## src/hdl/attn_pkg.sv

```systemverilog
package attn_pkg;

    //////////////////////////////////////////////////////////////////////
    // sizes
    //////////////////////////////////////////////////////////////////////
    localparam int TILE     = 4;    // tile edge and row count
    localparam int ELEM_W   = 8;    // q, k, v elements
    localparam int PROB_W   = 8;
    localparam int ACC_W    = 20;   // dot product
    localparam int OUT_W    = 16;
    localparam int EXP_BASE = 128;  // weight given to the row max

    //////////////////////////////////////////////////////////////////////
    // element types
    //////////////////////////////////////////////////////////////////////
    typedef logic signed [ELEM_W-1:0] elem_t;
    typedef logic signed [ELEM_W:0]   op_t;      // elem sign-ext or prob zero-ext
    typedef logic signed [ACC_W-1:0]  acc_t;
    typedef logic signed [7:0]        score_t;   // scaled, saturated score
    typedef logic        [PROB_W-1:0] prob_t;
    typedef logic signed [OUT_W-1:0]  out_t;
    typedef logic        [1:0]        row_idx_t;

    typedef enum logic [1:0] {
        MAT_Q = 2'd0,
        MAT_K = 2'd1,
        MAT_V = 2'd2
    } mat_sel_t;

    // tiles, row i is index i
    typedef elem_t     [TILE-1:0]           elem_row_t;
    typedef elem_row_t [TILE-1:0]           elem_tile_t;
    typedef op_t       [TILE-1:0][TILE-1:0] op_tile_t;
    typedef acc_t      [TILE-1:0][TILE-1:0] acc_tile_t;
    typedef prob_t     [TILE-1:0][TILE-1:0] prob_tile_t;
    typedef out_t      [TILE-1:0][TILE-1:0] out_tile_t;

    typedef struct packed {
        logic [2:0] scale_shift;  // arithmetic right shift of the scores
        logic       causal;       // mask keys above the diagonal
    } cfg_t;

    typedef enum logic [2:0] {
        IDLE,
        RD_K,
        RD_Q,
        QK,
        SMAX,
        RD_V,
        PV,
        DONE
    } ctrl_state_t;

endpackage

```

## src/hdl/row_softmax.sv

```systemverilog
module row_softmax
    import attn_pkg::*;
(
    input  logic       I_CLK,
    input  logic       I_RST_N,
    input  logic       i_start,
    input  acc_tile_t  i_scores,
    input  cfg_t       i_cfg,
    output logic       o_done,
    output prob_tile_t o_probs
);

    acc_tile_t        scores_q;
    row_idx_t         row;
    logic             run;
    row_idx_t         cur;    // row being written this cycle
    acc_t [TILE-1:0]  s_row;
    prob_t [TILE-1:0] p_row;

    assign cur   = i_start ? row_idx_t'(0) : row;
    assign s_row = i_start ? i_scores[0] : scores_q[row];

    //////////////////////////////////////////////////////////////////////
    // one row: scale, mask, max, shift exponent, sum, divide
    //////////////////////////////////////////////////////////////////////
    always_comb begin
        acc_t              v;
        acc_t              shifted;
        score_t            s [TILE];
        logic [TILE-1:0]   masked;
        score_t            m;
        logic [8:0]        d;
        logic [PROB_W-1:0] w [TILE];
        logic [9:0]        l;
        logic [15:0]       num;
        m = score_t'(-128);
        for (int j = 0; j < TILE; j++) begin
            v       = s_row[j];
            shifted = v >>> i_cfg.scale_shift;
            if (shifted > acc_t'(127)) begin
                s[j] = score_t'(127);  // saturate high
            end else if (shifted < acc_t'(-128)) begin
                s[j] = score_t'(-128);
            end else begin
                s[j] = score_t'(shifted);
            end
            masked[j] = i_cfg.causal && (j > cur);  // keys after the query
            if (!masked[j] && s[j] > m) begin
                m = s[j];
            end
        end
        l = '0;
        for (int j = 0; j < TILE; j++) begin
            d = m - s[j];  // never negative for unmasked keys
            if (!masked[j] && d < 9'd8) begin
                w[j] = PROB_W'(EXP_BASE >> d);
            end else begin
                w[j] = '0;
            end
            l = l + {2'b00, w[j]};
        end
        // the row max always carries EXP_BASE, so l is never zero
        for (int j = 0; j < TILE; j++) begin
            num      = {8'b0, w[j]} * 16'd255;
            p_row[j] = prob_t'(num / {6'b0, l});
        end
    end

    always_ff @(posedge I_CLK) begin
        if (i_start) begin
            scores_q <= i_scores;
        end
        if (i_start || run) begin
            o_probs[cur] <= p_row;
        end
    end

    always_ff @(posedge I_CLK or negedge I_RST_N) begin
        if (!I_RST_N) begin
            run    <= 1'b0;
            row    <= '0;
            o_done <= 1'b0;
        end else begin
            o_done <= 1'b0;
            if (i_start) begin
                run <= 1'b1;
                row <= row_idx_t'(1);
            end else if (run) begin
                row <= row + 1'b1;
                if (row == row_idx_t'(TILE-1)) begin
                    run    <= 1'b0;
                    o_done <= 1'b1;  // last row written
                end
            end
        end
    end

endmodule

```

## config.mk

```make
export PLATFORM = sky130hd
export DESIGN_NAME = row_softmax
export DESIGN_NICKNAME = d
export VERILOG_FILES = /design/src/hdl/attn_pkg.sv /design/src/hdl/row_softmax.sv
export SDC_FILE = /design/constraint.sdc
export NUM_CORES = 2
export LEC_CHECK = 0
export BUFFER_PORTS_ARGS = -buffer_cell sky130_fd_sc_hd__buf_2
export CAP_MARGIN = 20
export CORE_ASPECT_RATIO = 1.5
export CORE_UTILIZATION = 35
export DETAILED_ROUTE_END_ITERATION = 6
export SLEW_MARGIN = 15
export SYNTH_ARGS = -nofsm -noshare
export SYNTH_HDL_FRONTEND = slang
export SYNTH_SLANG_ARGS = --single-unit
```

## constraint.sdc

```tcl
create_clock -name I_CLK -period 69.4 [get_ports I_CLK]
set_clock_uncertainty 0.05 [all_clocks]
set_input_delay 6.94 -clock I_CLK [delete_from_list [all_inputs] [get_ports I_CLK]]
set_output_delay 6.94 -clock I_CLK [all_outputs]
set_load 0.05 [all_outputs]
```

==> impl_metrics.py <==
metrics = {
    "place": {
        "postPlaceCellArea_um2": 55300,
        "place.gp.congestion": 0.926,
        "dp_hpwl_mm": 121,
        "port_buffers": 455,
        "pre_cts_slack_ns": 9.66,
    },
    "global_routing": {
        "grtUsageTotal_pct": 20.2,
        "grt_pass1_vias": 42800,
        "grt_pass1_wl_mm": 232,
        "grt_antenna_before_repair": 12,
        "grt_max_degree": 115,
        "overflow": 0,
    },
    "sta": {
        "setup_slack_ns": 10.13,
        "layout_min_cycle_time_ns": 59.27,
        "slew_viol_final": 0,
        "slew_headroom_pct": 27.1,
        "tns_ns": 0,
        "worst_pin_slew_ns": 1.08,
        "hold_viol_final": 0,
        "fin_crit_sh_pct": 85.4,
        "setup-violations-final": 0,
        "rsz0062_at_grt": "no",
        "fmax_mhz": 16.9,
    },
    "job": {
        "maxCapViolCount": 0,
    },
    "floorplan": {
        "coreArea_um2": 143000,
        "die_h_um": 468,
        "rows": 170,
        "io_pins": 456,
        "initial_utilization_pct": 35.3,
        "die_x_um": 313,
        "dieArea_um2": 146000,
    },
    "final_layout": {
        "drive_gt1_share_pct": 16.2,
        "multi_input_area_um2": 35200,
        "final_net_count": 6867,
        "fin_util_pct": 39.6,
        "nFillCells": 14400,
        "seqCellArea_um2": 13600,
        "final_common_cell": "ha_1",
        "final_cell_area_um2": 56700,
        "area_growth_pct": 12.0,
        "layout_common_cells": "670 x ha_1, 453 x buf_2, 448 x edfxtp_1",
    },
    "detailed_routing": {
        "ant_nets": 0,
        "routed_wl_mm": 151,
        "via_count": 42300,
        "drc": 0,
        "drt_iter0_markers": 1925,
        "vias_per_cell": 5.51,
        "wl_per_cell_um": 19.7,
        "firstDrtPassIters": 5,
    },
    "synth": {
        "ys.warnings.count": 0,
        "synth.distinct_cells": 124,
        "synthArstFlopShare_pct": 0.885,
        "synth_top_cell_area_share_pct": 26.6,
        "yosys_register_bits": 452,
        "ys_seq_area_share_pct": 26.8,
        "yosysTopAreaCell": "edfxtp_1",
        "synth_edf_count": 448,
        "synth_ff_type": "edfxtp_1",
        "syn_area_um2": 50700,
        "ys_top_cells_by_area": "edfxtp_1 27%, ha_1 17%, fa_1 5.1%",
        "synth.avg_cell_area_um2": 9.56,
        "synthCells": 5299,
    },
    "critical_path": {
        "rrSetupSlack_ns": 15.89,
        "crit_path_frequent_cell": "a21oi_1",
        "crit_type": "in2reg",
        "arrival_ns": 59.58,
        "worst_path_max_delay_cell": "buf_4",
        "reg2reg_to": "o_probs[56]",
        "start_kind": "primary input",
        "endpoint": "o_probs[56]",
        "required_ns": 69.71,
        "startpoint": "i_start",
        "cpPeakStageDelay_ns": 0.73,
        "worstPathMaxFanout": 93,
        "end_kind": "register",
        "reg2reg_from": "row[0]",
        "r2r_cells": 218,
    },
    "cts": {
        "cts_buffers": 45,
        "htree_levels": 2,
        "hold_buffers": 0,
        "cts.sinks": 452,
        "root_buffer": "clkbuf_16",
        "cts.path.max_buffers": 3,
        "cts_tree": "built",
        "clock_latency_ns": 0.65,
        "post_cts_buffers": 0,
        "post_cts_resized": 0,
        "clk_pin_slew_ns": 0.06,
    },
    "worst_hold_path": {
        "worst_hold_path_type": "reg2reg",
    },
    "outcome": {
        "status": "finished, final reports clean",
    },
}
==> flip-flops by register name, indices dropped and copies added (netlist names) <==
signal	flops
scores_q	320
o_probs	128
row	2
o_done	1
run	1
==> worst max-delay path, delay by kind of cell <==
kind / cells / cell delay, ns
AOI/OAI and AO/OA: 107 / 22.59
and+or+nand+nor: 63 / 14.16
adders and majority gates: 24 / 7.48
muxes: 11 / 4.32
buffers and inverters: 11 / 3.67
xor gates and xnor gates: 2 / 0.25
==> logic make-up (layout without fill, tap and decap cells) <==
logic type | after synthesis | after routing | share of synthesized area, %
xor gates and xnor gates | 199 | 199 | 3.44
other | 2 | 21 | 0.0148
muxes | 426 | 426 | 10.9
adders and majority gates | 801 | 801 | 21.7
DFF | 452 | 452 | 26.8
AOI/OAI and AO/OA | 1402 | 1402 | 18.9
and+or+nand+nor | 1494 | 1494 | 14.3
buffers and inverters | 523 | 982 | 3.98
==> through the flow <==
| step | instances | hold WS, ns |
|---|---|---|
| CTS | 7665 | 0.546 |
| detailed placement | 7584 | 0.528 |
| global route | 7667 | 0.585 |
| global placement | 7584 | 0.522 |
| floorplan | 5314 | 0.495 |
| finish | 7669 | 0.553 |
==> metal layers <==
metal	global-route usage, %	wire, µm	share of wire, %	vias to the layer above
li1	-	-	-	20800
met1	21.3	57200	38	20100
met2	38.9	79700	53	1041
met3	2.67	6370	4.2	325
met4	9.85	7690	5.1	12
met5	0	72	0.048	-
==> synthesized netlist by cell type, drive strengths merged, types with 13 or more instances <==
cell type,n
ha,671
edfxtp,448
nor2,399
inv,386
nand2,381
a21oi,312
o21ai,254
nor3,227
o21a,226
mux2i,198
mux2,145
fa,130
a21o,127
xnor2,119
clkbuf,89
mux4,83
xor2,80
o31ai,68
or3,65
nor2b,60
a211oi,59
nand3,58
nand2b,57
buf,46
o211ai,46
and2,44
or2,42
nand4,40
a31oi,33
and3,33
nor4,29
a211o,22
a21boi,22
a2111oi,20
o2111ai,17
a31o,16
o21bai,13
o31a,13
==> final cells by class <==
cell class / count / area share, %
inverter: 388 / 2.58
clock buffer: 53 / 2.04
sequential: 452 / 23.9
antenna: 4 / 0.0176
tap: 1892 / 4.17
timing repair buffer: 513 / 4.82
clock inverter: 28 / 0.470
multi-input combinational: 4339 / 62.0
==> how the worst min path moves through the flow <==
stage / from / endpoint / depth (start not counted)
2_1_floorplan: run / run / 1
3_3_place_gp: run / run / 1
3_5_place_dp: run / run / 1
4_1_cts: run / run / 1
5_1_grt: run / run / 1
6_report: run / run / 1
Power is left out: the tool's default activity adds up to more than one toggle a clock period on the data nets, which glitch-free logic cannot reach.
