## src/hdl/attn_pkg.sv

```systemverilog
package attn_pkg;

    //////////////////////////////////////////////////////////////////////
    // sizes
    //////////////////////////////////////////////////////////////////////
    localparam int TILE     = 4;    // tile edge and row count
    localparam int ELEM_W   = 8;    // q, k, v elements
    localparam int PROB_W   = 8;
    localparam int ACC_W    = 20;   // dot product
    localparam int OUT_W    = 16;
    localparam int EXP_BASE = 128;  // weight given to the row max

    //////////////////////////////////////////////////////////////////////
    // element types
    //////////////////////////////////////////////////////////////////////
    typedef logic signed [ELEM_W-1:0] elem_t;
    typedef logic signed [ELEM_W:0]   op_t;      // elem sign-ext or prob zero-ext
    typedef logic signed [ACC_W-1:0]  acc_t;
    typedef logic signed [7:0]        score_t;   // scaled, saturated score
    typedef logic        [PROB_W-1:0] prob_t;
    typedef logic signed [OUT_W-1:0]  out_t;
    typedef logic        [1:0]        row_idx_t;

    typedef enum logic [1:0] {
        MAT_Q = 2'd0,
        MAT_K = 2'd1,
        MAT_V = 2'd2
    } mat_sel_t;

    // tiles, row i is index i
    typedef elem_t     [TILE-1:0]           elem_row_t;
    typedef elem_row_t [TILE-1:0]           elem_tile_t;
    typedef op_t       [TILE-1:0][TILE-1:0] op_tile_t;
    typedef acc_t      [TILE-1:0][TILE-1:0] acc_tile_t;
    typedef prob_t     [TILE-1:0][TILE-1:0] prob_tile_t;
    typedef out_t      [TILE-1:0][TILE-1:0] out_tile_t;

    typedef struct packed {
        logic [2:0] scale_shift;  // arithmetic right shift of the scores
        logic       causal;       // mask keys above the diagonal
    } cfg_t;

    typedef enum logic [2:0] {
        IDLE,
        RD_K,
        RD_Q,
        QK,
        SMAX,
        RD_V,
        PV,
        DONE
    } ctrl_state_t;

endpackage

```

## src/hdl/attn_ctrl.sv

```systemverilog
module attn_ctrl
    import attn_pkg::*;
(
    input  logic       I_CLK,
    input  logic       I_RST_N,
    input  logic       i_start,
    output logic       o_busy,
    output logic       o_rd_en,
    output mat_sel_t   o_rd_sel,
    input  logic       i_rd_vld,
    input  elem_tile_t i_rd_tile,
    output logic       o_mm_start,
    output op_tile_t   o_mm_a,
    output op_tile_t   o_mm_b,
    input  logic       i_mm_done,
    input  acc_tile_t  i_mm_result,
    output logic       o_sm_start,
    output acc_tile_t  o_sm_scores,
    input  logic       i_sm_done,
    input  prob_tile_t i_sm_probs,
    output logic       o_att_vld,
    output out_tile_t  o_att_tile
);

    ctrl_state_t state;
    op_tile_t    k_op;       // K kept as the b operand of Q*K^T
    prob_tile_t  p_q;        // softmax result kept for P*V
    op_tile_t    rd_sext;
    op_tile_t    rd_sext_t;  // transposed read tile, V as b operand
    op_tile_t    p_zext;
    out_tile_t   att_next;

    //////////////////////////////////////////////////////////////////////
    // operand forming
    //////////////////////////////////////////////////////////////////////
    always_comb begin
        for (int i = 0; i < TILE; i++) begin
            for (int j = 0; j < TILE; j++) begin
                rd_sext[i][j]   = {i_rd_tile[i][j][ELEM_W-1], i_rd_tile[i][j]};
                rd_sext_t[j][i] = {i_rd_tile[i][j][ELEM_W-1], i_rd_tile[i][j]};
                p_zext[i][j]    = {1'b0, p_q[i][j]};
            end
        end
    end

    always_comb begin
        acc_t acc_v;
        for (int i = 0; i < TILE; i++) begin
            for (int c = 0; c < TILE; c++) begin
                acc_v          = i_mm_result[i][c];
                att_next[i][c] = out_t'(acc_v >>> 8);  // drop the probability scale
            end
        end
    end

    // starts fire on the cycle the data arrives, no extra hop
    assign o_mm_start  = ((state == RD_Q) || (state == RD_V)) && i_rd_vld;
    assign o_mm_a      = (state == RD_V) ? p_zext : rd_sext;
    assign o_mm_b      = (state == RD_V) ? rd_sext_t : k_op;
    assign o_sm_start  = (state == QK) && i_mm_done;
    assign o_sm_scores = i_mm_result;

    //////////////////////////////////////////////////////////////////////
    // phase FSM
    //////////////////////////////////////////////////////////////////////
    always_ff @(posedge I_CLK or negedge I_RST_N) begin
        if (!I_RST_N) begin
            state      <= IDLE;
            o_busy     <= 1'b0;
            o_rd_en    <= 1'b0;
            o_rd_sel   <= MAT_K;
            o_att_vld  <= 1'b0;
            o_att_tile <= '0;
        end else begin
            o_rd_en   <= 1'b0;
            o_att_vld <= 1'b0;
            case (state)
                IDLE: begin
                    if (i_start) begin
                        state    <= RD_K;
                        o_busy   <= 1'b1;
                        o_rd_en  <= 1'b1;
                        o_rd_sel <= MAT_K;
                    end
                end
                RD_K: begin
                    if (i_rd_vld) begin
                        state    <= RD_Q;
                        o_rd_en  <= 1'b1;
                        o_rd_sel <= MAT_Q;
                    end
                end
                RD_Q: begin
                    if (i_rd_vld) begin
                        state <= QK;  // S = Q*K^T launched this cycle
                    end
                end
                QK: begin
                    if (i_mm_done) begin
                        state <= SMAX;
                    end
                end
                SMAX: begin
                    if (i_sm_done) begin
                        state    <= RD_V;
                        o_rd_en  <= 1'b1;
                        o_rd_sel <= MAT_V;
                    end
                end
                RD_V: begin
                    if (i_rd_vld) begin
                        state <= PV;
                    end
                end
                PV: begin
                    if (i_mm_done) begin
                        state      <= DONE;
                        o_att_vld  <= 1'b1;
                        o_att_tile <= att_next;
                    end
                end
                DONE: begin
                    state  <= IDLE;
                    o_busy <= 1'b0;
                end
                default: state <= IDLE;
            endcase
        end
    end

    always_ff @(posedge I_CLK) begin
        if (state == RD_K && i_rd_vld) begin
            k_op <= rd_sext;
        end
        if (state == SMAX && i_sm_done) begin
            p_q <= i_sm_probs;
        end
    end

endmodule

```

## config.mk

```make
export PLATFORM = sky130hd
export DESIGN_NAME = attn_ctrl
export DESIGN_NICKNAME = d
export VERILOG_FILES = /design/src/hdl/attn_pkg.sv /design/src/hdl/attn_ctrl.sv
export SDC_FILE = /design/constraint.sdc
export NUM_CORES = 1
export LEC_CHECK = 0
export ABC_AREA = 1
export BUFFER_PORTS_ARGS = -buffer_cell sky130_fd_sc_hd__buf_2
export CAP_MARGIN = 20
export CORE_AREA = 5 5 565 567
export CTS_BUF_LIST = sky130_fd_sc_hd__clkbuf_16
export DETAILED_ROUTE_END_ITERATION = 10
export DIE_AREA = 0 0 570 572
export PLACE_DENSITY_LB_ADDON = 0.08
export RECOVER_POWER = 25
export SYNTH_ARGS = -nofsm -noshare
export SYNTH_HDL_FRONTEND = slang
export SYNTH_SLANG_ARGS = --single-unit
```

## constraint.sdc

```tcl
create_clock -name I_CLK -period 4.59 [get_ports I_CLK]
set_input_delay 0.918 -clock I_CLK [delete_from_list [all_inputs] [get_ports I_CLK]]
set_output_delay 0.918 -clock I_CLK [all_outputs]
set_load 0.05 [all_outputs]
```

==> results of run 1 <==
## logic make-up (layout without fill, tap and decap cells)
family	after synthesis	count (layout)	share of synthesized area (%)
buffers and inverters	525	1404	16.3
AND/OR/NAND/NOR	476	476	8.19
multiplexers	240	240	15.2
AO/OA/AOI/OAI	199	199	4.41
flip-flops	456	456	55.8
other	0	19	0
## how the worst max path moves through the flow
stage | from | depth (start not counted) | slack, ns | end
2_1_floorplan | i_sm_done | 2 | 0.63 | p_q[0]
3_3_place_gp | state[1] | 5 | 1.25 | o_mm_b[52]
3_5_place_dp | state[1] | 5 | 1.25 | o_mm_b[52]
4_1_cts | state[1] | 5 | 0.34 | o_mm_b[52]
5_1_grt | I_RST_N | 2 | 0.31 | o_att_tile[170]
6_report | state[1] | 6 | 0.54 | o_mm_a[74]
## where the power goes
part	total (mW)	switching [mW]	internal (mW)	leakage [nW]
registers	6.36	0.736	5.62	4.84
clock network	5.92	2.46	3.46	1.28
logic	13.0	10.3	2.71	8.49
total	25.3	13.5	11.8	14.6
## metrics by stage
stage	hold WS (ns)	setup WS [ns]
final	0.319	0.542
after global routing	0.221	0.313
after CTS	0.00810	0.337
after detailed placement	0.482	1.25
after global placement	0.478	1.25
after floorplan	0.588	0.631
## cell type report
class	instances	area, um2
Fill cell	36263	281000
Timing Repair Buffer	1240	6320
Inverter	28	123
Clock buffer	81	2030
Antenna cell	19	47.5
Multi-Input combinational cell	915	6340
Sequential cell	456	12700
Tap cell	4160	5200
Clock inverter	55	399
## state kept, by name, indices dropped and copies added (netlist names)
name / cells
o_att_tile: 192
state: 3
o_busy: 1
o_rd_en: 1
o_att_vld: 1
p_q: 128
k_op: 128
o_rd_sel: 2
## cells in the mapped netlist, types with 6 or more instances
master    count  area (um2)
nand2_1     433        1630
buf_4       404        3030
edfxtp_1    256        7690
mux2_4      203        3050
dfrtp_1     199        4980
o21ai_0     195         976
clkbuf_1     40         150
mux2_2       37         417
nand3_1      30         150
buf_2        29         145
inv_1        25        93.8
buf_6        24         270
nor2_1        6        22.5
## critical path, cell delays in order, from the launching register on
cell and delay, ns:
dfrtp_1 0.53, inv_2 0.16, nand3_4 0.43, buf_12 0.40
buf_12 0.19, mux2_4 0.32, buf_2 0.21
## layer usage
layer,share of wire [%],vias to the layer above
met5,0.36,-
met4,2.6,66
met2,46,1198
met1,38,8584
met3,14,239
li1,-,7689
==> results.ini, run 1 <==
[run_status]
status=finished with violations
violations=capacitance limit, slew limit

[place]
gp_congestion=0.764
dp_hpwl_mm=144
dp_cells=6799
dpl_cell_area_um2=30900
port_buffers=1196

[grt]
grtUsageMet2_pct=16.3
grt_max_degree=128
grtUsageMet3_pct=6.27
antenna_found_initial=85
grt-ovfl-total=0
grt_pass1_vias=18764
grt.busiest_layer=met2
track_usage_pct=10.1
grt_pass1_wl_mm=215
met1_usage_pct=11.0

[cells_and_area]
nNetsFinal=3303
syn_to_final_growth_pct=45.9
drive_gt1_share_pct=52.0
design_area_um2=33200
fin_util_pct=10.6
final_cell_mix=buf_2, nand2_1, edfxtp_1
finalNonFillerCells=6954
layout_commonest_cell=buf_2

[min_path]
hold_depth=1
hold_end=p_q[118]
hold_class=input port to register
min_from=i_sm_probs[118]

[pwr]
pwr_density_cell_nw_per_um2=764
peakVddDrop_mv=0.355
p_leak_nw=14.6
finalPower_mw=25.3

[cts]
cts_tree=done
cts_buffers=80
ctsHoldBuffers=0
root_buffer=clkbuf_16
cts_setup_buffers=0
insertion_delay_ns=0.77
clock_sinks=456
cts_max_level=3
clk_path_buf_depth=4
path_clk_slew_ns=0.06
cts_resized=0

[routing]
route.antenna.remaining_nets=0
wl_per_cell_um=25.0
drc=0
dr.pass1.iters=4
drt_iter0_markers=684
viasPerCell=2.56
drt-total-wl_mm=174
vias=17776

[logic_synthesis]
syn_area_um2=22700
synth.distinct_cells=22
ys_seq_elements=456
async_flop_share_pct=43.9
synth_edf_count=256
seq_area_frac_synth_pct=55.8
synthesis.nets=2478
syn_inst=1896
syn_area_per_cell_um2=12.0
ys.warnings.count=0
synth-main-ff-cell=edfxtp_1

[floorplanning]
num_io_pins=1453
dieArea_um2=326000
die_w_um=570
num_rows=206
dieHeight_um=572
core_area_um2=314000
initial_core_util_pct=7.25

[setup_path]
worst_setup_path_end_kind=output pin
critical_path_peak_fanout=22
required_ns=3.67
crit_type=register to output pin
arrival_ns=3.13
regToRegEndpoint=k_op[29]
rrSetupSlack_ns=1.81
worstRegToRegCells=5
rr_startpoint=state[2]
startpoint_type=register

[sta]
period_share_pct=88.2
worstMarginPinSlew_ns=3.45
fin_skew_ns=0.0508
setup_tns_ns=0
setup_viol=0
rsz0062_at_grt=no
fmax_mhz=247
maxSlewHeadroom_pct=-130
fin_crit_ns=4.05
hold_viol=0
maxSlewViolCount=50

[run]
drv_cap=1

Note: power is estimated with default switching activity, not from simulation.
==> run 2: changes to the inputs <==
==> constraint.sdc (replaced) <==
create_clock -name I_CLK -period 4.59 [get_ports I_CLK]
set_input_delay 0.459 -clock I_CLK [delete_from_list [all_inputs] [get_ports I_CLK]]
set_output_delay 0.459 -clock I_CLK [all_outputs]
set_load 0.05 [all_outputs]
==> run 2 against run 1 <==
The run still ends with capacitance limit, slew limit left. Setup slack improved by 0.14 ns. Power rose by 0.76%. Sequential share of layout area down 4.4 points. Flip-flop and latch count unchanged. Non-clock buffer count up 437. Via count up 7.7%. Critical path type unchanged. Critical endpoint is now o_mm_b[78]. Highest routed layer unchanged.
==> results.ini, run 2 (synthesis gave the netlist of run 1 again) <==
[cells_and_area]
nNetsFinal=3740
seqCellArea_um2=12700
drive_gt1_share_pct=44.7
largest_register_ffs=192
final_cell_mix=buf_2, dlygate4sd3_1, nand2_1
syn_to_final_growth_pct=64.8
n_fill_cell=35950
reg.largest.list=o_att_tile: 192 flops, k_op: 128 flops, p_q: 128 flops
multi_input_area_um2=6340
layout_commonest_cell=buf_2
regMostFlops=o_att_tile
finalNonFillerCells=7385

[grt]
track_usage_pct=10.2
grt_pass1_vias=20749
grt-ovfl-total=0
grt_max_degree=153
grt_pass1_wl_mm=221
antenna_found_initial=35

[routing]
viasPerCell=2.59
drt_iter0_markers=666
route.antenna.remaining_nets=0
wl_per_cell_um=23.7
drc=0
dr.pass1.iters=4
drt-total-wl_mm=175
vias=19151

[cts]
ctsHoldBuffers=441
root_buffer=clkbuf_16
cts_setup_buffers=0
insertion_delay_ns=0.75
cts_tree=done
cts_buffers=80
clock_sinks=456
clk_path_buf_depth=4
cts_max_level=3
cts_resized=0
path_clk_slew_ns=0.05

[floorplanning]
num_rows=206
num_io_pins=1453
initial_core_util_pct=7.25
core_area_um2=314000
die_w_um=570
dieHeight_um=572
dieArea_um2=326000

[pwr]
p_leak_nw=16.4
p_int_mw=12.0
sequentialPowerShare_pct=24.8
swShare_pct=53.1
comb_power_share_pct=52.4
p_clk_share_pct=22.8
peakVddDrop_mv=0.409
p_switching_mw=13.6
pwr_density_cell_nw_per_um2=681

[setup_path]
worst_setup_path_end_kind=output pin
regToRegEndpoint=o_att_tile[35]
crit_start=state[2]
rrSetupSlack_ns=1.33
required_ns=4.13
startpoint_type=register
crit_type=register to output pin
rr_startpoint=state[0]
crit_end=o_mm_b[78]
worstRegToRegCells=7
critical_path_peak_fanout=32
arrival_ns=3.45

[sta]
rsz0062_at_grt=no
period_share_pct=85.2
setup_tns_ns=0
setup_viol=0
maxSlewViolCount=61
hold_viol=0
worstMarginPinSlew_ns=3.53
fmax_mhz=256
maxSlewHeadroom_pct=-135
fin_skew_ns=0.0317
fin_crit_ns=3.91

[place]
dp_hpwl_mm=142
gp_congestion=0.758
port_buffers=1196
dp_cells=6795

[run]
drv_cap=1

[run_status]
violations=capacitance limit, slew limit
status=finished with violations

[min_path]
hold_class=input port to register

run 2: changes by cell type in the layout (fill, tap and decap cells not counted), moves of 2 or more:
cell           before   now
dlygate4sd3_1       0   441
buf_2            1049  1044
inv_6               6     3
buf_12             15    13
buf_4              28    26
clkbuf_1          148   150
clkinv_1           10     8
clkinv_2            5     7
run 2: routing by layer:
layer / share of wire (%) / GRT usage, %
met1: 39 / 11.4
met3: 13 / 5.74
met4: 2.2 / 2.14
met5: 0.18 / 0.588
met2: 46 / 16.8
run 2: power by group through the flow:
| stage | clock network (mW) | logic [mW] | registers [mW] |
|---|---|---|---|
| 2_1_floorplan | 0 | 7.02 | 9.31 |
| 3_3_place_gp | 0 | 13.5 | 6.39 |
| 3_5_place_dp | 0 | 13.4 | 6.39 |
| 4_1_cts | 6.27 | 13.7 | 6.36 |
| 5_1_grt | 6.35 | 14.1 | 6.48 |
| 6_report | 5.83 | 13.4 | 6.32 |
run 2: worst min-delay path by stage:
stage | startpoint | end | cells past startpoint
floorplan | I_RST_N | o_att_tile[0] | 0
global placement | I_RST_N | o_att_tile[10] | 1
detailed placement | I_RST_N | o_att_tile[33] | 1
CTS | i_mm_result[76] | o_att_tile[56] | 3
global route | i_mm_result[76] | o_att_tile[56] | 3
finish | i_mm_result[76] | o_att_tile[56] | 3
run 2: final cells by class:
cell class,instances,share of cell area (%)
Timing Repair Buffer,1677,28.5
Clock inverter,50,0.915
Multi-Input combinational cell,915,16.9
Clock buffer,81,5.41
Sequential cell,456,33.9
Inverter,28,0.327
Tap cell,4160,13.9
Antenna cell,18,0.120
run 2: worst max-delay path: stages, from the launching register on:
cell     delay, ns
dfrtp_2       0.38
buf_4         0.37
nand3_4       0.62
buf_12        0.43
buf_4         0.25
mux2_4        0.30
buf_2         0.21
run 2: metrics by stage:
stage	instance area, um2	utilization [%]	power, mW	setup slack (ns)	hold WS (ns)
2_1_floorplan	22700	-	16.3	0.796	0.163
3_3_place_gp	30800	9.83	19.9	1.30	0.445
3_5_place_dp	30800	9.83	19.8	1.27	0.442
4_1_cts	37600	12.0	26.3	0.374	0.00142
5_1_grt	37400	11.9	26.9	0.295	0.0145
6_report	37500	11.9	25.5	0.681	0.0748
