### config.mk
export PLATFORM = sky130hd
export DESIGN_NAME = tile_mem
export DESIGN_NICKNAME = d
export VERILOG_FILES = /design/src/hdl/attn_pkg.sv /design/src/hdl/tile_mem.sv
export SDC_FILE = /design/constraint.sdc
export NUM_CORES = 1
export LEC_CHECK = 0
export BUFFER_PORTS_ARGS = -buffer_cell sky130_fd_sc_hd__buf_4
export CAP_MARGIN = 20
export CELL_PAD_IN_SITES_DETAIL_PLACEMENT = 2
export CELL_PAD_IN_SITES_GLOBAL_PLACEMENT = 2
export CORE_MARGIN = 2
export CORE_UTILIZATION = 49
export CTS_CLUSTER_DIAMETER = 60
export CTS_CLUSTER_SIZE = 14
export DETAILED_ROUTE_END_ITERATION = 10
export GPL_TIMING_DRIVEN = 0
export HOLD_SLACK_MARGIN = 0.15
export PLACE_DENSITY_LB_ADDON = 0.1
export SLEW_MARGIN = 20
export SYNTH_ARGS = -nofsm -noshare
export SYNTH_HDL_FRONTEND = slang
export SYNTH_SLANG_ARGS = --single-unit
### constraint.sdc
create_clock -name I_CLK -period 3 [get_ports I_CLK]
set_clock_uncertainty 0.15 [all_clocks]
set_input_delay 0.15 -clock I_CLK [delete_from_list [all_inputs] [get_ports I_CLK]]
set_output_delay 0.15 -clock I_CLK [all_outputs]
set_load 0.02 [all_outputs]
### src/hdl/attn_pkg.sv
package attn_pkg;

    //////////////////////////////////////////////////////////////////////
    // sizes
    //////////////////////////////////////////////////////////////////////
    localparam int TILE     = 4;    // tile edge and row count
    localparam int ELEM_W   = 8;    // q, k, v elements
    localparam int PROB_W   = 8;
    localparam int ACC_W    = 20;   // dot product
    localparam int OUT_W    = 16;
    localparam int EXP_BASE = 128;  // weight given to the row max

    //////////////////////////////////////////////////////////////////////
    // element types
    //////////////////////////////////////////////////////////////////////
    typedef logic signed [ELEM_W-1:0] elem_t;
    typedef logic signed [ELEM_W:0]   op_t;      // elem sign-ext or prob zero-ext
    typedef logic signed [ACC_W-1:0]  acc_t;
    typedef logic signed [7:0]        score_t;   // scaled, saturated score
    typedef logic        [PROB_W-1:0] prob_t;
    typedef logic signed [OUT_W-1:0]  out_t;
    typedef logic        [1:0]        row_idx_t;

    typedef enum logic [1:0] {
        MAT_Q = 2'd0,
        MAT_K = 2'd1,
        MAT_V = 2'd2
    } mat_sel_t;

    // tiles, row i is index i
    typedef elem_t     [TILE-1:0]           elem_row_t;
    typedef elem_row_t [TILE-1:0]           elem_tile_t;
    typedef op_t       [TILE-1:0][TILE-1:0] op_tile_t;
    typedef acc_t      [TILE-1:0][TILE-1:0] acc_tile_t;
    typedef prob_t     [TILE-1:0][TILE-1:0] prob_tile_t;
    typedef out_t      [TILE-1:0][TILE-1:0] out_tile_t;

    typedef struct packed {
        logic [2:0] scale_shift;  // arithmetic right shift of the scores
        logic       causal;       // mask keys above the diagonal
    } cfg_t;

    typedef enum logic [2:0] {
        IDLE,
        RD_K,
        RD_Q,
        QK,
        SMAX,
        RD_V,
        PV,
        DONE
    } ctrl_state_t;

endpackage

### src/hdl/tile_mem.sv
module tile_mem
    import attn_pkg::*;
(
    input  logic       I_CLK,
    input  logic       I_RST_N,
    input  logic       i_wr_en,
    input  mat_sel_t   i_wr_mat,
    input  row_idx_t   i_wr_row,
    input  elem_row_t  i_wr_data,
    input  logic       i_rd_en,
    input  mat_sel_t   i_rd_sel,
    output logic       o_rd_vld,
    output elem_tile_t o_rd_tile
);

    elem_tile_t q_tile;
    elem_tile_t k_tile;
    elem_tile_t v_tile;

    always_ff @(posedge I_CLK) begin
        if (i_wr_en) begin
            case (i_wr_mat)
                MAT_Q:   q_tile[i_wr_row] <= i_wr_data;
                MAT_K:   k_tile[i_wr_row] <= i_wr_data;
                MAT_V:   v_tile[i_wr_row] <= i_wr_data;
                default: ;  // unused code, dropped
            endcase
        end
    end

    // whole tile out, one cycle after the request
    always_ff @(posedge I_CLK) begin
        if (i_rd_en) begin
            case (i_rd_sel)
                MAT_Q:   o_rd_tile <= q_tile;
                MAT_K:   o_rd_tile <= k_tile;
                MAT_V:   o_rd_tile <= v_tile;
                default: o_rd_tile <= '0;
            endcase
        end
    end

    always_ff @(posedge I_CLK or negedge I_RST_N) begin
        if (!I_RST_N) begin
            o_rd_vld <= 1'b0;
        end else begin
            o_rd_vld <= i_rd_en;
        end
    end

endmodule

==> results of run 1 <==
-- cell families after synthesis --
| family | count (synthesis) | synth area share [%] |
|---|---|---|
| multiplexers | 128 | 7.00 |
| AND/OR/NAND/NOR | 19 | 0.533 |
| buffers and inverters | 42 | 2.17 |
| AO/OA/AOI/OAI | 128 | 6.13 |
| flip-flops | 513 | 84.2 |
-- metrics by stage --
step	setup TNS, ns	hold WS [ns]	instances
after floorplan	0	-0.296	830
after global placement	-292.28	-0.225	1468
-- synth_stat cells (all sizes together) --
cell type / number
or3b: 1
mux2i: 128
clkbuf: 11
nor2b: 1
o2bb2ai: 128
nand2b: 2
edfxtp: 512
nand3: 1
nor2: 8
dfrtp: 1
buf: 31
nor3: 4
nand3b: 2
==> metrics.yaml, run 1 <==
syn-cell-area_sq_um: 18300
initial_core_util_pct: 49.9
portBuffers: 170
dp_hpwl_microns: 32400
synth-seq-area-share_pct: 84.2
die-width_microns: 197
io_pins: 171
synth-warning-count: 0
synth_seq_cells: 513
stop_stage: "detailed placement"
fp.dieH_microns: 197
syn-num-nets: 872
syn_avg_cell_area_sq_um: 22.0
syn_inst: 830
synthTopCellsByArea: "edfxtp_1, mux2i_1, o2bb2ai_1"
firstError: "[ERROR DPL-0033] detailed placement checks failed during check placement."
gp_congestion: 0.719
synth_cell_types: 15
synth_top_area_share_pct: 84.0
row_count: 70
outcome: "aborted with a tool error"
synth_top_area_cell: "edfxtp_1"
==> inputs of run 2 (changes only) <==
==> config.mk (replaced) <==
export PLATFORM = sky130hd
export DESIGN_NAME = tile_mem
export DESIGN_NICKNAME = d
export VERILOG_FILES = /design/src/hdl/attn_pkg.sv /design/src/hdl/tile_mem.sv
export SDC_FILE = /design/constraint.sdc
export NUM_CORES = 1
export LEC_CHECK = 0
export BUFFER_PORTS_ARGS = -buffer_cell sky130_fd_sc_hd__buf_4
export CAP_MARGIN = 20
export CORE_MARGIN = 2
export CORE_UTILIZATION = 40
export DETAILED_ROUTE_END_ITERATION = 10
export GPL_TIMING_DRIVEN = 0
export PLACE_DENSITY_LB_ADDON = 0.15
export SLEW_MARGIN = 20
export SYNTH_ARGS = -nofsm -noshare
export SYNTH_HDL_FRONTEND = slang
export SYNTH_SLANG_ARGS = --single-unit
==> run 2 against run 1 <==
Against the previous run: the run now ends clean; synthesized cell count unchanged; synthesized area unchanged.
==> metrics.yaml, run 2 <==
hold_viol_final: 0
avgViaCountPerCell: 4.93
diodes: 0
internal_power_mw: 12.0
powerDensity_nw_per_um2: 668
power.leakage_nw: 7.92
whs_path_depth: 4
grt_pass1_vias: 8750
r2r_end: "o_rd_tile[34]"
critical_path.slowest_cell: "nor2_4"
hold_ws_ns: 0.0577
dr_total_vias: 8607
post-route-period-util_pct: 67.9
dp_hpwl_microns: 24300  # -25%
cts_tree: "yes"
cp_cell_sequence: "dlygate4sd3_1, buf_4, nand2b_1, nor2_4, buf_16"
gp_congestion: 0.710  # -1.2%
fmax_ghz: 0.491
final_cell_mix: "edfxtp_1, buf_4, mux2i_1, o2bb2ai_1, clkbuf_16"
synth_top_area_share_pct: 84.0  # unchanged
hold_path_class: "in -> reg"
insertion_delay_ns: 0.58
period_minus_slack_ns: 2.04
grt_pass1_wl_microns: 56900
rrSetupSlack_ns: 1.89
syn-num-nets: 872  # unchanged
switching_share_pct: 20.8
antenna_found_initial: 0
pwr-share-seq_pct: 54.0
clkSinkCount: 513
portBuffers: 170  # unchanged
final_nets: 1152
io_pins: 171  # unchanged
path_class: "in -> reg"
holdPathEnd: "o_rd_tile[127]"
die-width_microns: 218  # +10%
syn_inst: 830  # unchanged
synth_edf_count: 512  # unchanged
synth-seq-area-share_pct: 84.2  # unchanged
post-synth-top-count-cell: "edfxtp_1"
fp.dieH_microns: 218  # +10%
initial_core_util_pct: 40.4  # -9.5 points
fin_setup_tns_ns: 0
synthArstFlopShare_pct: 0.195  # unchanged
clockBufferDepth: 3
cp.buffers_inverters: 3
cp_max_fo: 17
wl_per_cell_microns: 22.1
placed_cells: 1619
drive_above_1_share_pct: 26.1
clk_pin_slew_worst_paths_ns: 0.06
p_comb_share_pct: 6.0
gr-total-overflow: 0
cp-end-kind: "flip-flop"
row_count: 78  # +11%
grt_start_max_net_pins: 71
switchingPower_mw: 3.16
pwr-share-clk_pct: 40.0
synthTopCellsByArea: "edfxtp_1, mux2i_1, o2bb2ai_1"
numCtsBuffers: 51
drc: 0
cpPeakStageDelay_ns: 0.65
cts_max_level: 2
relSlewSlack_pct: 37.6
placed_area_sq_um: 20800
crit_required_ns: 3.13
final_cell_count_no_fill: 1746
syn2layout_area_growth_pct: 24.2
grt.met3_usage_pct: 2.80
dr.first_iter.drc_count: 621
slew_viol_final: 0
design_area_sq_um: 22700
die-area_sq_um: 47500
synth_seq_cells: 513  # unchanged
synth_ff_type: "edfxtp_1"
synth-warning-count: 0  # unchanged
syn_avg_cell_area_sq_um: 22.0  # unchanged
worstMarginPinSlew_ns: 0.936
grtUsageMet1_pct: 22.4
rsz0062_at_grt: "no"
netlist_top_cells_count: "edfxtp_1, mux2i_1, o2bb2ai_1, buf_2, buf_12"
holdCritStartpoint: "i_rd_sel[0]"
cts_setup_buffers: 0
start_kind: "primary input"
use_met2_pct: 27.2
cts-root-buf: "clkbuf_16"
reg2reg_depth: 2
r2r_start: "k_tile[34]"
track_usage_pct: 16.5
ir_worst_vdd_v: 0.000375
power.total_mw: 15.2
setup_viol: 0
crit_arrival_ns: 2.17
worst_path_dominant_cell_family: "buffers and inverters"
outcome: "finished, final reports clean"
layout_commonest_cell: "edfxtp_1"
ant_nets: 0
firstDrtPassIters: 6
gr-max-usage-layer: "met2"
core_sq_um: 45300
synth_top_area_cell: "edfxtp_1"
wl_microns: 38600
synth_cell_types: 15  # unchanged
syn-cell-area_sq_um: 18300  # unchanged
maxCapViolCount: 0
-- run 2: cell counts after synthesis --
Identical to the previous run, type by type.
-- run 2: cell type report --
type	count	area, sq um
plain buffers	42	398
clock buffers	60	1310
clock inverters	29	258
fillers	3713	22600
multi-input cells	275	2610
flip-flops and latches	513	15400
well taps	600	751
repair buffers	227	2010
-- run 2: how the worst max path moves through the flow --
stage | cells after the start | startpoint | end
after global routing | 5 | i_wr_mat[1] | k_tile[24]
after detailed placement | 5 | i_wr_row[1] | q_tile[39]
final | 5 | i_wr_mat[1] | k_tile[27]
after floorplan | 2 | i_wr_row[0] | k_tile[0]
after global placement | 3 | i_wr_row[0] | v_tile[30]
after CTS | 5 | i_wr_mat[1] | k_tile[18]
-- run 2: what timing repair did --
item,CTS,global route
hold buffers,38,0
resized for setup,0,0
endpoints found under the hold margin,492,0
-- run 2: power groups by stage --
stage          clock network [mW]  logic (mW)  registers, mW
4_1_cts                      6.23       0.943           8.19
6_report                     6.07       0.918           8.19
2_1_floorplan                   0       0.287           8.47
3_5_place_dp                    0       0.902           8.34
5_1_grt                      6.52       0.992           8.20
3_3_place_gp                    0       0.864           8.35
-- run 2: cells by family (layout without fill, tap and decap cells) --
kind of cell	after synthesis	after routing	share of synthesized area [%]
multiplexers	128	128	7.00
AND/OR/NAND/NOR	19	19	0.533
AO/OA/AOI/OAI	128	128	6.13
flip-flops	513	513	84.2
buffers and inverters	42	358	2.17
-- run 2: routing by layer --
| layer | up-vias | routed length (microns) |
|---|---|---|
| li1 | 4001 | - |
| met1 | 4360 | 16900 |
| met5 | - | 0 |
| met3 | 48 | 1850 |
| met2 | 198 | 19000 |
| met4 | 0 | 777 |
-- run 2: per-stage QoR --
| step | setup WS (ns) | utilization, % |
|---|---|---|
| final | 0.962 | 50.2 |
| after global routing | 0.916 | 50.2 |
| after CTS | 0.989 | 50.2 |
| after detailed placement | 0.786 | 45.9 |
| after global placement | -1.10 | 44.9 |
| after floorplan | 0.468 | - |
-- run 2: worst min-delay path, cell delays in order --
cell,delay (ns)
buf_4,0.11
buf_6,0.19
mux2i_1,0.10
o2bb2ai_1,0.12
(Power assumes the default switching activity.)
==> inputs of run 3 (changes only) <==
==> constraint.sdc (replaced) <==
create_clock -name I_CLK -period 1.7 [get_ports I_CLK]
set_clock_uncertainty 0.15 [all_clocks]
set_input_delay 0.085 -clock I_CLK [delete_from_list [all_inputs] [get_ports I_CLK]]
set_output_delay 0.085 -clock I_CLK [all_outputs]
set_load 0.02 [all_outputs]
==> run 3 against run 2 <==
Against the previous run: the flow now finishes with violations (hold timing); flip-flop and latch count stayed put; global-route usage is 0.073 points lower; cell count is 0.23% lower; sequential power is 77% higher; non-clock buffer count is 1 lower; combinational power is 76% higher; utilization hardly changed; clock power is 71% higher; critical path depth is 2 higher; power is 75% higher.
==> metrics.yaml, run 3 (synthesized netlist as in run 2, its figures left out) <==
hold_viol_final: 57  # +57
pre_cts_ws_ns: -0.398  # -1.18 ns
crit_arrival_ns: 1.77  # -0.40 ns
die-width_microns: 218  # unchanged
path_class: "in -> reg"
slew_viol_final: 0  # unchanged
setup_ws_ns: 0.0632  # -0.899 ns
wl_per_cell_microns: 22.2  # +0.64%
layout_commonest_cell: "edfxtp_1"
ant_nets: 0  # unchanged
design_area_sq_um: 22700  # about the same
setup_viol: 0  # unchanged
wl_microns: 38800  # +0.41%
initial_core_util_pct: 40.4  # unchanged
post-route-period-util_pct: 96.3
violations: "hold timing"
track_usage_pct: 16.4  # -0.073 points
crit_required_ns: 1.83  # -1.30 ns
gp_congestion: 0.690  # -2.8%
dr_total_vias: 8662  # +0.64%
fmax_ghz: 0.611
worstSetupPathDepth: 7  # +2
n_fill_cell: 3739  # +0.70%
core_sq_um: 45300  # unchanged
maxCapViolCount: 0  # unchanged
final_cell_mix: "edfxtp_1, buf_4, mux2i_1, o2bb2ai_1, clkbuf_16"
cts_max_level: 2  # unchanged
pwr-share-seq_pct: 54.6  # +0.6 points
final_nets: 1152  # unchanged
worst_path_dominant_cell_family: "buffers and inverters"
switching_share_pct: 20.9  # about the same
worstMarginPinSlew_ns: 0.822  # -0.114 ns
placed_area_sq_um: 20800  # +0.28%
syn2layout_area_growth_pct: 24.2  # about the same
clkSinkCount: 513  # unchanged
fp.dieH_microns: 218  # unchanged
gr-total-overflow: 0  # unchanged
relSlewSlack_pct: 45.2  # +7.6 points
cts-root-buf: "clkbuf_16"
internal_power_mw: 21.0  # +75%
start_kind: "primary input"
power.total_mw: 26.5  # +75%
die-area_sq_um: 47500  # unchanged
cp_max_fo: 12  # -5
utilization_pct: 50.2  # about the same
grt_start_max_net_pins: 72  # +1.4%
ir_worst_vdd_v: 0.000582  # +55%
insertion_delay_ns: 0.57  # about the same
antenna_found_initial: 1  # +1
drive_above_1_share_pct: 25.9  # -0.24 points
hold_buffers: 37  # -2.6%
hold_ws_ns: -0.194  # -0.252 ns
cp-end-kind: "flip-flop"
row_count: 78  # unchanged
reg2reg_depth: 2  # unchanged
switchingPower_mw: 5.53  # +75%
firstDrtPassIters: 4  # -2
io_pins: 171  # unchanged
p_comb_share_pct: 6.1  # about the same
portBuffers: 170  # unchanged
cpPeakStageDelay_ns: 0.60  # -0.05 ns
critPathMostFrequentCell: "buf_8"
hold_path_class: "in -> reg"
cts_setup_buffers: 0  # unchanged
period_minus_slack_ns: 1.64
clockBufferDepth: 3  # unchanged
power.leakage_nw: 7.91  # -0.19%
avgViaCountPerCell: 4.97  # +0.87%
dr.first_iter.drc_count: 597  # -3.9%
drc: 0  # unchanged
outcome: "finished with violations"
grt_pass1_vias: 8771  # +0.24%
powerDensity_nw_per_um2: 1170  # +75%
clk_pin_slew_worst_paths_ns: 0.06  # about the same
rsz0062_at_grt: "no"
pwr-share-clk_pct: 39.3  # -0.7 points
cp.buffers_inverters: 5  # +2
cts_tree: "yes"
numCtsBuffers: 52  # +2.0%
critical_path.slowest_cell: "dlygate4sd3_1"
grt_pass1_wl_microns: 56500  # -0.66%
whs_path_depth: 2  # -2
dp_hpwl_microns: 23900  # -1.7%
cp_cell_sequence: "buf_4, nand3_1, nor3_4, dlygate4sd3_1, buf_8, buf_16, buf_8"
## run 3: cell types whose count changed in the layout (fill, tap and decap cells not counted), sizes merged
cell / change
dlygate4sd3: -1
diode: +1
bufinv: -3
clkbuf: +13
clkinv: -13
buf: -1
## run 3: power by group through the flow
stage                     Sequential, mW  Combinational, mW  Clock, mW
final                               14.5               1.62       10.4
after global routing                14.5               1.75       11.1
after CTS                           14.5               1.66       10.7
after detailed placement            14.7               1.59          0
after global placement              14.7               1.53          0
after floorplan                     14.9              0.518          0
## run 3: path summary, 6_finish.rpt
path | start | endpoint | slack (ns)
min in group asynchronous | I_RST_N | o_rd_vld | 0.21
max reg2reg | k_tile[49] | o_rd_tile[49] | 0.61
min reg2reg | v_tile[125] | o_rd_tile[125] | 0.37
max in group asynchronous | I_RST_N | o_rd_vld | 1.09
max | i_wr_row[1] | q_tile[107] | 0.06
min | i_wr_mat[1] | q_tile[79] | -0.19
## run 3: what timing repair did
item	in CTS	in global routing
endpoints found under the hold margin	541	57
endpoints found under the setup margin	0	5
gates resized for setup	0	1
## run 3: metrics by stage
stage | std cells | setup TNS (ns)
4_1_cts | 1741 | 0
5_1_grt | 1742 | 0
3_5_place_dp | 1619 | -78.20
3_3_place_gp | 1600 | -368.99
6_report | 1742 | 0
2_1_floorplan | 830 | -28.15
## run 3: final cells by class
class	count	area (sq um)	area share, %
Multi-Input combinational cell	275	2610	11.5
Antenna cell	1	2.50	0.0110
Sequential cell	513	15400	67.8
Timing Repair Buffer	226	2050	9.02
Tap cell	600	751	3.30
Clock inverter	13	116	0.512
Buffer	42	400	1.76
Clock buffer	72	1400	6.15
## run 3: routing by layer
metal  track usage (%)  up-vias  wire length (microns)  share of wire [%]
li1                  -     3988                      -                  -
met1              22.9     4412                  17300                 45
met2              26.4      203                  18800                 49
met3              3.14       59                   1820                4.7
met4              4.65        0                    816                2.1
met5                 0        -                      0                  0
==> inputs of run 4 (changes only) <==
--- a/config.mk
+++ b/config.mk
@@ -5,7 +5,8 @@
 export SDC_FILE = /design/constraint.sdc
 export NUM_CORES = 1
 export LEC_CHECK = 0
-export BUFFER_PORTS_ARGS = -buffer_cell sky130_fd_sc_hd__buf_4
+export ABC_AREA = 1
+export BUFFER_PORTS_ARGS = -buffer_cell sky130_fd_sc_hd__buf_2
 export CAP_MARGIN = 20
 export CORE_MARGIN = 2
 export CORE_UTILIZATION = 40
==> run 4 against run 3 <==
Against the previous run: the run now ends clean; cell count rose by 17%; global-route usage rose by 2.4 points; synthesized area is 0.10% lower; non-clock buffer count up 22; fmax increased by 9.8%; power about the same; clock-buffer cell count is 4 lower; critical endpoint is now o_rd_tile[92]; largest cell class unchanged; largest power group unchanged.
==> metrics.yaml, run 4 <==
synth_seq_cells: 513  # unchanged
cts_setup_buffers: 0  # unchanged
hold_viol_final: 0  # -100%
die-area_sq_um: 47400  # -0.10%
cp.buffers_inverters: 1  # -4
drc: 0  # unchanged
multi_input_area_sq_um: 2570  # -1.4%
cp_max_fo: 1  # -11
power.total_mw: 26.5  # about the same
synth_top_area_share_pct: 84.1  # +0.086 points
period_minus_slack_ns: 1.49  # -0.146 ns
numCtsBuffers: 50  # -3.8%
syn-num-nets: 1163  # +33%
crit_arrival_ns: 1.26  # -0.51 ns
clockBufferDepth: 3  # unchanged
cts_tree: "yes"
die-width_microns: 218  # about the same
initial_core_util_pct: 40.4  # -0.041 points
cpPeakStageDelay_ns: 0.47  # -0.13 ns
synth-warning-count: 0  # unchanged
gr-total-overflow: 0  # unchanged
start_kind: "flip-flop"
post-route-period-util_pct: 87.7  # -8.6 points
regArea_sq_um: 15400  # unchanged
slew_viol_final: 0  # unchanged
grt_pass1_wl_microns: 65000  # +15%
worstMarginPinSlew_ns: 0.678  # -0.143 ns
cp-end-kind: "primary output"
powerDensity_nw_per_um2: 1190  # +2.1%
track_usage_pct: 18.8  # +2.4 points
synth_top_area_cell: "edfxtp_1"
ir_worst_vdd_v: 0.000696  # +20%
cts_max_level: 2  # unchanged
final_cell_mix: "edfxtp_1, nand3_1, buf_2"
clk_pin_slew_worst_paths_ns: 0.06  # about the same
antenna_found_initial: 2  # +1
fp.dieH_microns: 218  # about the same
synth_edf_count: 512  # unchanged
setup_viol: 0  # unchanged
synth_cell_types: 8  # -7
synthTopCellsByArea: "edfxtp_1, nand3_1, nand2_1"
final_nets: 1435  # +25%
cp_cell_sequence: "buf_2"
hold_ws_ns: 0.0258  # +0.220 ns
power.leakage_nw: 7.93  # +0.35%
gp_congestion: 0.747  # +8.3%
wl_microns: 44000  # +14%
worst_path_dominant_cell_family: "flip-flops"
grt_pass1_vias: 10100  # +15%
path_class: "reg -> out"
n_fill_cell: 3896  # +4.2%
netlist_top_cells_count: "edfxtp_1, nand3_1, nand2_1, buf_2, nor2_1"
critical_path.slowest_cell: "edfxtp_1"
syn-cell-area_sq_um: 18300  # -0.10%
grt_start_max_net_pins: 76  # +5.6%
insertion_delay_ns: 0.58  # about the same
hold_path_class: "in -> reg"
synth-seq-area-share_pct: 84.2  # +0.086 points
drive_above_1_share_pct: 23.2  # -2.7 points
dr.first_iter.drc_count: 799  # +34%
rsz0062_at_grt: "no"
post-synth-top-count-cell: "edfxtp_1"
avgViaCountPerCell: 5.03  # +1.1%
maxCapViolCount: 0  # unchanged
crit_required_ns: 1.46  # -0.37 ns
dp_hpwl_microns: 29100  # +22%
final_cell_count_no_fill: 2030  # +17%
io_pins: 171  # unchanged
dr_total_vias: 10200  # +18%
synthArstFlopShare_pct: 0.195  # unchanged
synth_ff_type: "edfxtp_1"
outcome: "finished, final reports clean"
ant_nets: 0  # unchanged
syn_avg_cell_area_sq_um: 16.3  # -26%
wl_per_cell_microns: 21.7  # -2.6%
portBuffers: 170  # unchanged
cts-root-buf: "clkbuf_16"
placed_cells: 1906  # +18%
row_count: 78  # unchanged
clkSinkCount: 513  # unchanged
firstDrtPassIters: 5  # +1
layout_commonest_cell: "edfxtp_1"
syn_inst: 1121  # +35%
relSlewSlack_pct: 54.7  # +9.5 points
fmax_ghz: 0.671  # +9.8%
syn2layout_area_growth_pct: 21.8
core_sq_um: 45300  # unchanged
-- run 4: cell count changes after synthesis, moves of 10 or more --
cell       before  now
nand2_1         0  132
buf_4           0   10
clkbuf_1       11    0
buf_2          17   60
o2bb2ai_1     128    0
nand3_1         1  387
mux2i_1       128    0
buf_12         13    0
-- run 4: through the flow --
step / TNS [ns] / setup slack, ns / area [sq um] / utilization (%)
after global placement: -898.74 / -2.31 / 19900 / 43.9
after floorplan: -191.56 / -0.505 / 18300 / -
after CTS: 0 / 0.189 / 22300 / 49.2
after detailed placement: -56.64 / -0.288 / 20400 / 45.0
final: 0 / 0.209 / 22300 / 49.2
after global routing: 0 / 0.189 / 22300 / 49.2
-- run 4: logic make-up after synthesis --
kind of cell | after synthesis | synth area share [%]
buffers and inverters | 76 | 2.18
DFF | 513 | 84.2
and+or+nand+nor | 532 | 13.6
-- run 4: repair_timing --
action	CTS	global route
resized for setup	0	0
hold buffers	35	0
endpoints found under the hold margin	440	0
setup endpoints to repair	0	0
-- run 4: power by group --
part,total [mW],switching [mW],internal (mW)
Combinational,1.61,1.16,0.453
Sequential,14.4,0.0945,14.4
Clock,10.5,4.50,5.96
Total,26.5,5.76,20.8
-- run 4: path summary, 6_finish.rpt --
check                              startpoint              to  slack (ns)  depth (start not counted)
max in group asynchronous             I_RST_N        o_rd_vld        1.12                          3
min in group asynchronous             I_RST_N        o_rd_vld        0.18                          3
worst min-delay path              i_rd_sel[0]  o_rd_tile[119]        0.03                          4
worst max-delay path            o_rd_tile[92]   o_rd_tile[92]        0.21                          1
worst min register to register     q_tile[81]   o_rd_tile[81]        0.37                          2
worst max register to register     k_tile[97]   o_rd_tile[97]        0.63                          2
-- run 4: worst reg2reg max path: stages, from the launching register on --
cell and delay [ns]:
edfxtp_1 0.36, nand3_1 0.09, nand3_1 0.17
-- run 4: area by class of cell --
cell class | count | share of cell area (%)
antenna | 2 | 0.0225
buffer | 70 | 1.69
clock buffer | 68 | 6.21
clock inverter | 19 | 0.641
inverter | 6 | 0.101
multi-input combinational | 532 | 11.5
sequential | 513 | 69.2
tap | 600 | 3.37
timing repair buffer | 220 | 7.26
-- run 4: routing by layer --
layer	GRT usage (%)	up-vias	wire, microns
met1	25.4	5051	18800
met4	6.28	0	1040
met3	3.35	65	2410
li1	-	4796	-
met5	0	-	0
met2	31.1	290	21800
